===== config.mk =====
export PLATFORM = sky130hd
export DESIGN_NAME = tlc_driver_top
export DESIGN_NICKNAME = d
export VERILOG_FILES = /design/src/design/tlc_pkg.sv /design/src/design/credit_fifo.sv /design/src/design/driver_controller.sv /design/src/design/driver_pin_mux.sv /design/src/design/fc_serializer.sv /design/src/design/tlc_driver_top.sv
export SDC_FILE = /design/constraint.sdc
export NUM_CORES = 1
export LEC_CHECK = 0
export BUFFER_PORTS_ARGS = -buffer_cell sky130_fd_sc_hd__buf_4
export CAP_MARGIN = 20
export CORE_MARGIN = 5
export CORE_UTILIZATION = 59
export DETAILED_ROUTE_END_ITERATION = 10
export GPL_TIMING_DRIVEN = 0
export HOLD_SLACK_MARGIN = 0.08
export PLACE_DENSITY_LB_ADDON = 0.25
export SLEW_MARGIN = 20
export SYNTH_ARGS = -nofsm -noshare
export SYNTH_HDL_FRONTEND = slang
export SYNTH_HIERARCHICAL = 1
export SYNTH_SLANG_ARGS = --single-unit

===== constraint.sdc =====
create_clock -name clk -period 8 [get_ports clk]
set_input_delay 1.6 -clock clk [delete_from_list [all_inputs] [get_ports clk]]
set_output_delay 1.6 -clock clk [all_outputs]
set_load 0.1 [all_outputs]

===== src/design/tlc_pkg.sv =====
`default_nettype none

package tlc_pkg;

    // Driver chain geometry
    localparam int LANES = 30;
    localparam int FC_BITS = 48;

    // Segment is 512 GCLK pulses plus one pause after LATGS
    localparam int SEGMENT_LAST = 512;
    localparam int MUX_ROWS = 8;

    // LAT lengths in SCLK edges for each driver command
    localparam int FCWRTEN_LEN = 15;
    localparam int READFC_LEN = 11;
    localparam int WRTFC_LEN = 5;
    localparam int WRTGS_LEN = 1;
    localparam int LATGS_LEN = 3;

    // SCLK pause after READFC before sout is valid
    localparam int DUMP_PAUSE = 5;

    // One grayscale bit for every driver lane
    typedef logic [LANES-1:0] gs_word_t;

    // Function-control data, shifted MSB first
    typedef logic [FC_BITS-1:0] fc_config_t;

    typedef struct packed {
        logic sclk;
        logic gclk;
        logic lat;
        logic [LANES-1:0] sin;
    } driver_pins_t;

    // Sequencer states
    typedef enum logic [3:0] {
        STALL = 4'd0,
        PREPARE_CONFIG = 4'd1,
        CONFIG = 4'd2,
        STREAM = 4'd3,
        LOD = 4'd4,
        PREPARE_DUMP_CONFIG = 4'd5,
        DUMP_CONFIG = 4'd6,
        WRTFC_TIMING = 4'd7,
        WAIT_FOR_NEXT_SLICE = 4'd8
    } drv_state_t;

endpackage

`default_nettype wire


===== src/design/credit_fifo.sv =====
`timescale 1ns/1ps
`default_nettype none

module credit_fifo #(
    parameter type payload_t = logic,
    parameter int DEPTH = 4
) (
    input  logic     clk,
    input  logic     nrst,
    input  logic     push,
    input  payload_t push_data,
    input  logic     pop,
    output payload_t head,
    output logic     not_empty,
    output logic     credit
);

    localparam int PTR_W = (DEPTH > 1) ? $clog2(DEPTH) : 1;
    localparam int CNT_W = $clog2(DEPTH + 1);

    payload_t mem [DEPTH];
    logic [PTR_W-1:0] wr_ptr;
    logic [PTR_W-1:0] rd_ptr;
    logic [CNT_W-1:0] count;
    logic do_push;
    logic do_pop;

    // Sender never exceeds its credits, the full check is only a guard
    assign do_push = push && (count != CNT_W'(DEPTH));
    assign do_pop = pop && not_empty;

    assign not_empty = (count != '0);
    assign head = mem[rd_ptr];

    // Storage
    always_ff @(posedge clk) begin
        if (do_push) begin
            mem[wr_ptr] <= push_data;
        end
    end

    // Pointers wrap at DEPTH so any depth works
    always_ff @(posedge clk or negedge nrst) begin
        if (!nrst) begin
            wr_ptr <= '0;
            rd_ptr <= '0;
            count <= '0;
            credit <= 1'b0;
        end else begin
            if (do_push) begin
                wr_ptr <= (wr_ptr == PTR_W'(DEPTH - 1)) ? '0 : wr_ptr + 1'b1;
            end
            if (do_pop) begin
                rd_ptr <= (rd_ptr == PTR_W'(DEPTH - 1)) ? '0 : rd_ptr + 1'b1;
            end
            count <= count + CNT_W'(do_push) - CNT_W'(do_pop);
            // One credit back to the sender for each word freed
            credit <= do_pop;
        end
    end

endmodule

`default_nettype wire


===== src/design/driver_controller.sv =====
`timescale 1ns/1ps
`default_nettype none

module driver_controller #(
    parameter int BLANKING_TIME = 72
) (
    input  logic                clk,
    input  logic                nrst,
    input  logic                clk_enable,
    input  logic                position_sync,
    input  logic                cfg_present,
    input  logic                new_cfg,
    output tlc_pkg::drv_state_t state,
    output logic [7:0]          bit_index,
    output logic                sclk_en,
    output logic                gclk_en,
    output logic                lat_req,
    output logic                gs_take,
    output logic                cfg_load,
    output logic                column_ready
);

    logic [7:0] state_cnt;
    logic [9:0] segment_cnt;
    logic [2:0] row_cnt;
    logic [7:0] shift_cnt;
    logic blanking;
    logic reconfig;
    logic segment_end;

    // New config only interrupts streaming or the slice wait
    assign reconfig = new_cfg
                      && (state == tlc_pkg::STREAM || state == tlc_pkg::WAIT_FOR_NEXT_SLICE);
    assign cfg_load = clk_enable && ((state == tlc_pkg::STALL && cfg_present) || reconfig);

    assign segment_end = (segment_cnt == 10'(tlc_pkg::SEGMENT_LAST));

    // Blanking at the start of the segment keeps clear of LATGS
    assign blanking = (segment_cnt < 10'(BLANKING_TIME));

    always_ff @(posedge clk or negedge nrst) begin
        if (!nrst) begin
            state <= tlc_pkg::STALL;
            state_cnt <= '0;
        end else if (clk_enable) begin
            state_cnt <= state_cnt + 1'b1;
            case (state)
                tlc_pkg::STALL: begin
                    state_cnt <= '0;
                    if (cfg_present) begin
                        state <= tlc_pkg::PREPARE_CONFIG;
                    end
                end
                // FCWRTEN
                tlc_pkg::PREPARE_CONFIG: begin
                    if (state_cnt == 8'(tlc_pkg::FCWRTEN_LEN - 1)) begin
                        state <= tlc_pkg::CONFIG;
                        state_cnt <= '0;
                    end
                end
                // One paused pulse then 48 data bits
                tlc_pkg::CONFIG: begin
                    if (state_cnt == 8'(tlc_pkg::FC_BITS)) begin
                        state <= tlc_pkg::WRTFC_TIMING;
                        state_cnt <= '0;
                    end
                end
                tlc_pkg::WRTFC_TIMING: begin
                    if (state_cnt == 8'(tlc_pkg::WRTFC_LEN)) begin
                        state <= tlc_pkg::PREPARE_DUMP_CONFIG;
                        state_cnt <= '0;
                    end
                end
                // READFC
                tlc_pkg::PREPARE_DUMP_CONFIG: begin
                    if (state_cnt == 8'(tlc_pkg::READFC_LEN - 1)) begin
                        state <= tlc_pkg::DUMP_CONFIG;
                        state_cnt <= '0;
                    end
                end
                tlc_pkg::DUMP_CONFIG: begin
                    if (state_cnt == 8'(tlc_pkg::FC_BITS + tlc_pkg::DUMP_PAUSE - 1)) begin
                        state <= tlc_pkg::LOD;
                        state_cnt <= '0;
                    end
                end
                // Open detection not done, single pass-through pulse
                tlc_pkg::LOD: begin
                    state <= tlc_pkg::WAIT_FOR_NEXT_SLICE;
                    state_cnt <= '0;
                end
                tlc_pkg::STREAM: begin
                    state_cnt <= '0;
                    if (row_cnt == 3'(tlc_pkg::MUX_ROWS - 1) && segment_end) begin
                        state <= tlc_pkg::WAIT_FOR_NEXT_SLICE;
                    end
                end
                tlc_pkg::WAIT_FOR_NEXT_SLICE: begin
                    state_cnt <= '0;
                    if (position_sync) begin
                        state <= tlc_pkg::STREAM;
                    end
                end
                default: begin
                    state <= tlc_pkg::STALL;
                    state_cnt <= '0;
                end
            endcase
            if (reconfig) begin
                state <= tlc_pkg::PREPARE_CONFIG;
                state_cnt <= '0;
            end
        end
    end

    // Segment and mux row position within the slice
    always_ff @(posedge clk or negedge nrst) begin
        if (!nrst) begin
            segment_cnt <= '0;
            row_cnt <= '0;
        end else if (clk_enable) begin
            if (state == tlc_pkg::STREAM) begin
                if (segment_end) begin
                    segment_cnt <= '0;
                    row_cnt <= row_cnt + 1'b1;
                end else begin
                    segment_cnt <= segment_cnt + 1'b1;
                end
            end else begin
                segment_cnt <= '0;
                row_cnt <= '0;
            end
        end
    end

    // Shift position, 0 is the SCLK pause after each WRTFC or WRTGS
    always_ff @(posedge clk or negedge nrst) begin
        if (!nrst) begin
            shift_cnt <= '0;
        end else if (clk_enable) begin
            case (state)
                tlc_pkg::CONFIG: begin
                    shift_cnt <= (shift_cnt == 8'(tlc_pkg::FC_BITS)) ? '0 : shift_cnt + 1'b1;
                end
                tlc_pkg::DUMP_CONFIG: begin
                    if (shift_cnt == 8'(tlc_pkg::FC_BITS + tlc_pkg::DUMP_PAUSE - 1)) begin
                        shift_cnt <= '0;
                    end else begin
                        shift_cnt <= shift_cnt + 1'b1;
                    end
                end
                tlc_pkg::STREAM: begin
                    // Held during blanking
                    if (blanking || shift_cnt == 8'(tlc_pkg::FC_BITS)) begin
                        shift_cnt <= '0;
                    end else begin
                        shift_cnt <= shift_cnt + 1'b1;
                    end
                end
                default: shift_cnt <= '0;
            endcase
        end
    end

    assign bit_index = shift_cnt;

    // Clock enables and LAT requests per state
    always_comb begin
        sclk_en = 1'b0;
        gclk_en = 1'b0;
        lat_req = 1'b0;
        case (state)
            tlc_pkg::PREPARE_CONFIG, tlc_pkg::PREPARE_DUMP_CONFIG: begin
                sclk_en = 1'b1;
                lat_req = 1'b1;
            end
            tlc_pkg::CONFIG: begin
                sclk_en = (shift_cnt != '0);
                // WRTFC over the last bits
                lat_req = (shift_cnt >= 8'(tlc_pkg::FC_BITS + 1 - tlc_pkg::WRTFC_LEN));
            end
            tlc_pkg::DUMP_CONFIG: begin
                sclk_en = (shift_cnt >= 8'(tlc_pkg::DUMP_PAUSE));
            end
            tlc_pkg::STREAM: begin
                sclk_en = !blanking && shift_cnt != '0;
                // GCLK rests one pulse after LATGS
                gclk_en = (segment_cnt != '0);
                // WRTGS per 48 bits, LATGS closing the segment
                lat_req = (shift_cnt >= 8'(tlc_pkg::FC_BITS + 1 - tlc_pkg::WRTGS_LEN))
                          || (segment_cnt >= 10'(tlc_pkg::SEGMENT_LAST + 1 - tlc_pkg::LATGS_LEN));
            end
            default: begin
            end
        endcase
    end

    assign gs_take = (state == tlc_pkg::STREAM) && sclk_en;
    assign column_ready = clk_enable && state == tlc_pkg::STREAM && segment_end;

endmodule

`default_nettype wire


===== src/design/driver_pin_mux.sv =====
`timescale 1ns/1ps
`default_nettype none

module driver_pin_mux (
    input  logic                  clk,
    input  logic                  nrst,
    input  logic                  clk_enable,
    input  tlc_pkg::drv_state_t   state,
    input  logic                  sclk_en,
    input  logic                  gclk_en,
    input  logic                  lat_req,
    input  logic                  gs_take,
    input  logic                  fc_bit,
    input  tlc_pkg::gs_word_t     gs_head,
    input  logic                  gs_present,
    output logic                  gs_pop,
    output tlc_pkg::driver_pins_t pins,
    output logic                  underrun
);

    logic lat_q;
    logic gs_shift;

    assign gs_shift = gs_take && clk_enable;
    assign gs_pop = gs_shift && gs_present;

    // LAT moves on the falling edge for hold after SCLK
    always_ff @(negedge clk or negedge nrst) begin
        if (!nrst) begin
            lat_q <= 1'b0;
        end else begin
            lat_q <= lat_req;
        end
    end

    // Sticky until reset
    always_ff @(posedge clk or negedge nrst) begin
        if (!nrst) begin
            underrun <= 1'b0;
        end else if (gs_shift && !gs_present) begin
            underrun <= 1'b1;
        end
    end

    always_comb begin
        pins.sclk = sclk_en && clk_enable;
        pins.gclk = gclk_en && clk_enable;
        pins.lat = lat_q;
        case (state)
            // Same config bit goes to every driver
            tlc_pkg::CONFIG: pins.sin = {tlc_pkg::LANES{fc_bit}};
            // Empty buffer shifts zeros
            tlc_pkg::STREAM: pins.sin = (gs_take && gs_present) ? gs_head : '0;
            default: pins.sin = '0;
        endcase
    end

endmodule

`default_nettype wire


===== src/design/fc_serializer.sv =====
`timescale 1ns/1ps
`default_nettype none

module fc_serializer (
    input  logic                 clk,
    input  logic                 nrst,
    input  logic                 cfg_load,
    input  tlc_pkg::drv_state_t  state,
    input  logic [7:0]           bit_index,
    input  logic                 clk_enable,
    input  logic                 driver_sout,
    input  tlc_pkg::fc_config_t  cfg_head,
    input  logic                 cfg_present,
    output logic                 cfg_pop,
    output logic                 fc_bit,
    output logic                 config_match
);

    tlc_pkg::fc_config_t active;
    tlc_pkg::fc_config_t capture;
    logic [7:0] fc_pos;
    logic dump_shift;
    logic dump_last;
    logic dump_done;

    assign cfg_pop = cfg_load && cfg_present;

    // Bit 1 of CONFIG carries the MSB, index 0 is the SCLK pause
    assign fc_pos = 8'(tlc_pkg::FC_BITS) - bit_index;
    assign fc_bit = (state == tlc_pkg::CONFIG && bit_index != '0) ? active[fc_pos[5:0]] : 1'b0;

    // Read-back runs once the READFC pause is over
    assign dump_shift = clk_enable && state == tlc_pkg::DUMP_CONFIG
                        && bit_index >= 8'(tlc_pkg::DUMP_PAUSE);
    assign dump_last = dump_shift
                       && bit_index == 8'(tlc_pkg::FC_BITS + tlc_pkg::DUMP_PAUSE - 1);

    always_ff @(posedge clk) begin
        if (cfg_pop) begin
            active <= cfg_head;
        end
        // Drivers return the config MSB first as well
        if (dump_shift) begin
            capture <= {capture[tlc_pkg::FC_BITS-2:0], driver_sout};
        end
    end

    always_ff @(posedge clk or negedge nrst) begin
        if (!nrst) begin
            dump_done <= 1'b0;
            config_match <= 1'b0;
        end else begin
            dump_done <= dump_last;
            // A new config is unverified until its read-back ends
            if (cfg_pop) begin
                config_match <= 1'b0;
            end else if (dump_done) begin
                config_match <= (capture == active);
            end
        end
    end

endmodule

`default_nettype wire


===== src/design/tlc_driver_top.sv =====
`timescale 1ns/1ps
`default_nettype none

module tlc_driver_top #(
    parameter int BLANKING_TIME = 72,
    parameter int GS_DEPTH = 16,
    parameter int CFG_DEPTH = 2
) (
    input  logic                  clk,
    input  logic                  nrst,
    input  logic                  clk_enable,
    input  logic                  gs_valid,
    input  tlc_pkg::gs_word_t     gs_word,
    output logic                  gs_credit,
    input  logic                  cfg_valid,
    input  tlc_pkg::fc_config_t   cfg_word,
    output logic                  cfg_credit,
    input  logic                  position_sync,
    input  logic                  driver_sout,
    output tlc_pkg::driver_pins_t pins,
    output logic                  column_ready,
    output logic                  config_match,
    output logic                  underrun
);

    tlc_pkg::gs_word_t gs_head;
    tlc_pkg::fc_config_t cfg_head;
    tlc_pkg::drv_state_t state;
    logic [7:0] bit_index;
    logic gs_present;
    logic gs_pop;
    logic cfg_present;
    logic cfg_pop;
    logic cfg_load;
    logic fc_bit;
    logic sclk_en;
    logic gclk_en;
    logic lat_req;
    logic gs_take;

    // Grayscale receive buffer
    credit_fifo #(
        .payload_t(tlc_pkg::gs_word_t),
        .DEPTH(GS_DEPTH)
    ) gs_fifo_inst (
        .clk(clk),
        .nrst(nrst),
        .push(gs_valid),
        .push_data(gs_word),
        .pop(gs_pop),
        .head(gs_head),
        .not_empty(gs_present),
        .credit(gs_credit)
    );

    // Configuration receive buffer
    credit_fifo #(
        .payload_t(tlc_pkg::fc_config_t),
        .DEPTH(CFG_DEPTH)
    ) cfg_fifo_inst (
        .clk(clk),
        .nrst(nrst),
        .push(cfg_valid),
        .push_data(cfg_word),
        .pop(cfg_pop),
        .head(cfg_head),
        .not_empty(cfg_present),
        .credit(cfg_credit)
    );

    fc_serializer fc_serializer_inst (
        .clk(clk),
        .nrst(nrst),
        .cfg_load(cfg_load),
        .state(state),
        .bit_index(bit_index),
        .clk_enable(clk_enable),
        .driver_sout(driver_sout),
        .cfg_head(cfg_head),
        .cfg_present(cfg_present),
        .cfg_pop(cfg_pop),
        .fc_bit(fc_bit),
        .config_match(config_match)
    );

    // A waiting config both starts boot and requests a restart
    driver_controller #(
        .BLANKING_TIME(BLANKING_TIME)
    ) driver_controller_inst (
        .clk(clk),
        .nrst(nrst),
        .clk_enable(clk_enable),
        .position_sync(position_sync),
        .cfg_present(cfg_present),
        .new_cfg(cfg_present),
        .state(state),
        .bit_index(bit_index),
        .sclk_en(sclk_en),
        .gclk_en(gclk_en),
        .lat_req(lat_req),
        .gs_take(gs_take),
        .cfg_load(cfg_load),
        .column_ready(column_ready)
    );

    driver_pin_mux driver_pin_mux_inst (
        .clk(clk),
        .nrst(nrst),
        .clk_enable(clk_enable),
        .state(state),
        .sclk_en(sclk_en),
        .gclk_en(gclk_en),
        .lat_req(lat_req),
        .gs_take(gs_take),
        .fc_bit(fc_bit),
        .gs_head(gs_head),
        .gs_present(gs_present),
        .gs_pop(gs_pop),
        .pins(pins),
        .underrun(underrun)
    );

endmodule

`default_nettype wire


# Yosys cells after proc, flatten, opt, wreduce, memory -nomap -nowiden
# Memory sizes are Yosys's and may differ from the RTL's. A register that Yosys moved wholly into a read port is not among the register bits.
# Cells that the tools add are included.
[classes]
n_addsub = 13
order_cmp = 6
eq_ne = 31
muxes = 43
reduce_logical = 38
[ops]
columns = ["operator", "n"]
rows = [
  ["$mux 8", 9],
  ["$pmux 30 s2", 1],
  ["$eq 48x48->1", 1],
  ["$mux 4", 11],
  ["$pmux 8 s5", 1],
  ["$pmux 4 s9", 1],
  ["$eq 8x6->1 const B", 4],
  ["$mux 30", 1],
  ["$pmux 8 s3", 1],
  ["$logic_and 1x1->1", 23],
  ["$mux 10", 2],
  ["$add 8x1->8 const B", 2],
  ["$eq 4x3->1 const B", 4],
  ["$eq 8x4->1 const B", 2],
  ["$ge 8x6->1 const B", 2],
  ["$ne 3x1->1 const B", 5],
  ["$eq 4x4->1 const B", 3],
  ["$mux 1", 11],
  ["$add 10x1->10 const B", 1],
  ["$eq 10x10->1 const B", 1],
  ["$ge 10x9->1 const B", 1],
  ["$lt 10x7->1 const B", 1],
  ["$reduce_bool 10->1", 1],
  ["$ne 3x2->1 const B", 3],
  ["other kinds (30)", 39],
]
[totals]
register_bits = 104
ram_bits = 576
out_inout_bits = 38
wordCells = 151
n_memories = 2
[mem_list]
columns = ["name", "depth", "word_bits", "rd", "rd_ports_with_merged_regs", "wr", "line", "source"]
rows = [
  ["gs_fifo_inst.mem", 16, 30, 1, 0, 1, "credit_fifo.sv:21", "payload_t mem [DEPTH];"],
  ["cfg_fifo_inst.mem", 2, 48, 1, 1, 1, "credit_fifo.sv:21", ""],
]

# Longest topological paths before layout
[depth]
ltp_word = 9
ltp_mapped = 17
ltp_nobuf = 15

# Cells and area by module
# The synthesis kept the hierarchy.
[by_module_without_submodules]
columns = ["module", "n_inst", "cells_per_inst", "area_per_inst_um2", "seq_area_each_um2"]
rows = [
  ["credit_fifo (gs_fifo_inst)", 1, 897, 19182.1, 14764.2],
  ["fc_serializer", 1, 233, 4136.5, 2932.8],
  ["credit_fifo (cfg_fifo_inst)", 1, 173, 3744.8, 3007.9],
  ["driver_controller", 1, 271, 2384.8, 825.8],
  ["driver_pin_mux", 1, 85, 645.6, 50.0],
]

==> results.md <==
- Critical path's top delay family: flip-flops
- Required time of the critical path: about 6.4 ns
- TritonCTS clock tree: done
- Drt drc: 0
- Total gr overflow: 0
- CP cell instances: buf_4 > buf_4
- Starting density of the core: 59.9%
- Pwr dens: between 200 and 300 mW/mm²
- Cts hold-fix bufs: 0
- Worst slew margin: about a quarter
- Synth top area share: 67.1%
- Worst setup EP type: output pin
- Post-synthesis cell type count: 79
- Post-layout util: between 60% and 70%
- # resized after CTS: 0
- GP Congestion: 0.840
- Post-synth EDFFs: 672
- Fin nets: 2013
- Post-route ant nets: 0
- Pwr Total: between 9000 and 10000 µW
- Fraction of registers with async set or reset after synthesis: under 10%
- Chip height: about 240 µm
- Area leader, netlist: edfxtp_1
- P_leak: 0.0115 µW
- Status: finished, final reports clean
- RSZ-0062 raised after global routing: no
- Die Area: roughly 0.056 mm²
- Final slew viol count: 0
- Wire per inst: around 25 µm
- Drt total wl: approximately 67 mm
- Placed inst area: about 0.033 mm²
- Most numerous cell in the Yosys netlist: edfxtp_1
- DIE WIDTH: ~240 µm
- Cells after Synth: 1659
- Syn nets: around 1800
- I/O Buffers: 122
- HPWL Detailed: around 44 mm
- Startpoint types: flop
- Skew-Pair Late Insertion Delay: approximately 0.60 ns
- Final instance area: between 0.03 and 0.04 mm²
- H-tree Lvls: 3
- Bufs and invs on worst path: 2
- Mapped Area: between 0.03 and 0.04 mm²
- DR vias: between 15000 and 20000
- Ys flop type: edfxtp_1
- Number of warnings issued by yosys: 6
- Final Hold Violating Endpoints: 0
- Maximum clock insertion buffer count: 3
- Ports: 123
- Least-Margin Pin Slew: 1.11 ns
- Gr usage total: between 20% and 30%
- Worst clock skew: 0.0244 ns
- Total CTS buffers: 73
- VDD IR-drop max: ~0.20 mV
- Seq cells post-synth: 728
- Synth top cells by count: edfxtp_1 (672), mux4_2 (102), mux2i_1 (98)
- First-pass GRT wire length: around 100 mm
- Layout cells sized above 1: 28.3%
- Largest stage delay, worst path: approximately 0.38 ns
- Initial antenna violation count: 2
- Setup Crit Path Kind: flop to output pin
- Via density: 6.28
- Synthesized area per cell: 18.1 µm²
- Row cnt: 82
- Most frequent CP cell: buf_4
- Number of global-route vias before repair: around 17000
- Hold_ws: 0.468 ns
- Layout fillers: roughly 3200
- Clock-pin slew on the worst setup and hold paths: about 0.06 ns
- Pre-CTS setup slack: about 1.7 ns
- Largest net degree at the start of global routing: 57
- Area delta synth->final: 15.6%
- Sinks on Clock Net: around 730
- Seq/Total Area, Yosys: 71.7%
- Clock Root Buffer: clkbuf_16
- Post-route setup slack: approximately 1.1 ns
- Postcts setup bufs: 0
- Initial DRC Count: between 1500 and 2000
- Worst-path fanout max: 1
- Worst Hold Class: flop to flop
- Router iterations before antenna repair: 5
- Core Region: ~0.050 mm²
- Synth area leaders: edfxtp_1 (67%), mux4_2 (7.6%), dfrtp_1 (4.6%)
- Final Setup Violations: 0
- Max Cap Viol: 0
- Worst Path Arrival: about 5.3 ns
- Slowest cell on crit path: dfrtn_1
[kinds of logic (layout without fill, tap and decap cells)]
family | after synthesis | count (layout) | synth area share, %
flops | 728 | 728 | 71.7
mux | 252 | 252 | 13.0
simple gates | 232 | 232 | 4.54
compound gates | 216 | 216 | 5.34
buf+inv | 137 | 433 | 2.31
xor+xnor | 68 | 68 | 2.00
fa+ha+maj | 26 | 26 | 1.11
other cells | 0 | 1 | 0
[worst paths after layout]
check / start / endpoint / slack, ns / cells past startpoint
setup reg to reg: driver_controller_inst/state[0]$_DFFE_PN0P_ / driver_pin_mux_inst/lat_q$_DFF_NN0_ / 1.63 / 5
hold / removal: fc_serializer_inst/capture[6]$_DFFE_PP_ / fc_serializer_inst/capture[7]$_DFFE_PP_ / 0.47 / 0
min in group asynchronous: nrst / driver_pin_mux_inst/underrun$_DFFE_PN0P_ / 1.08 / 1
max in group asynchronous: nrst / driver_pin_mux_inst/lat_q$_DFF_NN0_ / 2.48 / 1
setup / recovery: driver_pin_mux_inst/lat_q$_DFF_NN0_ / pins[30] / 1.07 / 2
hold reg to reg: fc_serializer_inst/capture[6]$_DFFE_PP_ / fc_serializer_inst/capture[7]$_DFFE_PP_ / 0.47 / 0
[cell usage in the layout (no fill, tap or decap), types with 30 or more instances in the layout]
cell type  count
o21ai_1       37
mux2_2        40
a32oi_1       31
inv_1         41
clkbuf_16     75
mux4_2       102
dfrtp_1       55
edfxtp_1     672
clkbuf_1      44
buf_4        134
buf_2         61
nand2_1       31
a21oi_2       30
mux2i_1       98
a22oi_1       30
xor2_1        39
nand4_1       43
[final cells by class]
type	instances	area, µm²	area share [%]
inverters	44	165	0.475
diodes	1	2.50	0.00719
flip-flops and latches	728	21600	62.0
clock buffers	96	1990	5.71
well taps	672	841	2.42
clock inverters	32	235	0.676
multi-input cells	794	7920	22.8
repair buffers	168	1540	4.44
plain buffers	93	529	1.52
[where the power goes]
| group | internal (µW) | total (µW) | switching (µW) |
|---|---|---|---|
| sequential | 4660 | 4850 | 193 |
| combinational | 670 | 1660 | 989 |
| clock | 1820 | 3180 | 1360 |
[per-layer routing]
layer	up-vias	GRT usage, %	share of wire, %
li1	7186	-	-
met1	8368	33.4	40
met2	798	37.6	48
met3	137	5.08	9.0
met4	4	7.99	2.8
met5	-	0.952	0.13
[flip-flops by register name, summed over array words and instances (netlist names), 2 cells and up]
signal	count
gs_fifo_inst/mem	480
cfg_fifo_inst/mem	96
fc_serializer_inst/active	48
fc_serializer_inst/capture	48
driver_controller_inst/segment_cnt	10
driver_controller_inst/bit_index	8
driver_controller_inst/state_cnt	8
gs_fifo_inst/count	5
driver_controller_inst/state	4
gs_fifo_inst/rd_ptr	4
gs_fifo_inst/wr_ptr	4
driver_controller_inst/row_cnt	3
cfg_fifo_inst/count	2
[stage by stage]
step                      cells  setup TNS (ns)
final                      2628               0
after global routing       2628               0
after CTS                  2627               0
after detailed placement   2499               0
after global placement     2453          -55.64
after floorplan            1659               0
No activity file was read; power rests on OpenSTA's default activity.
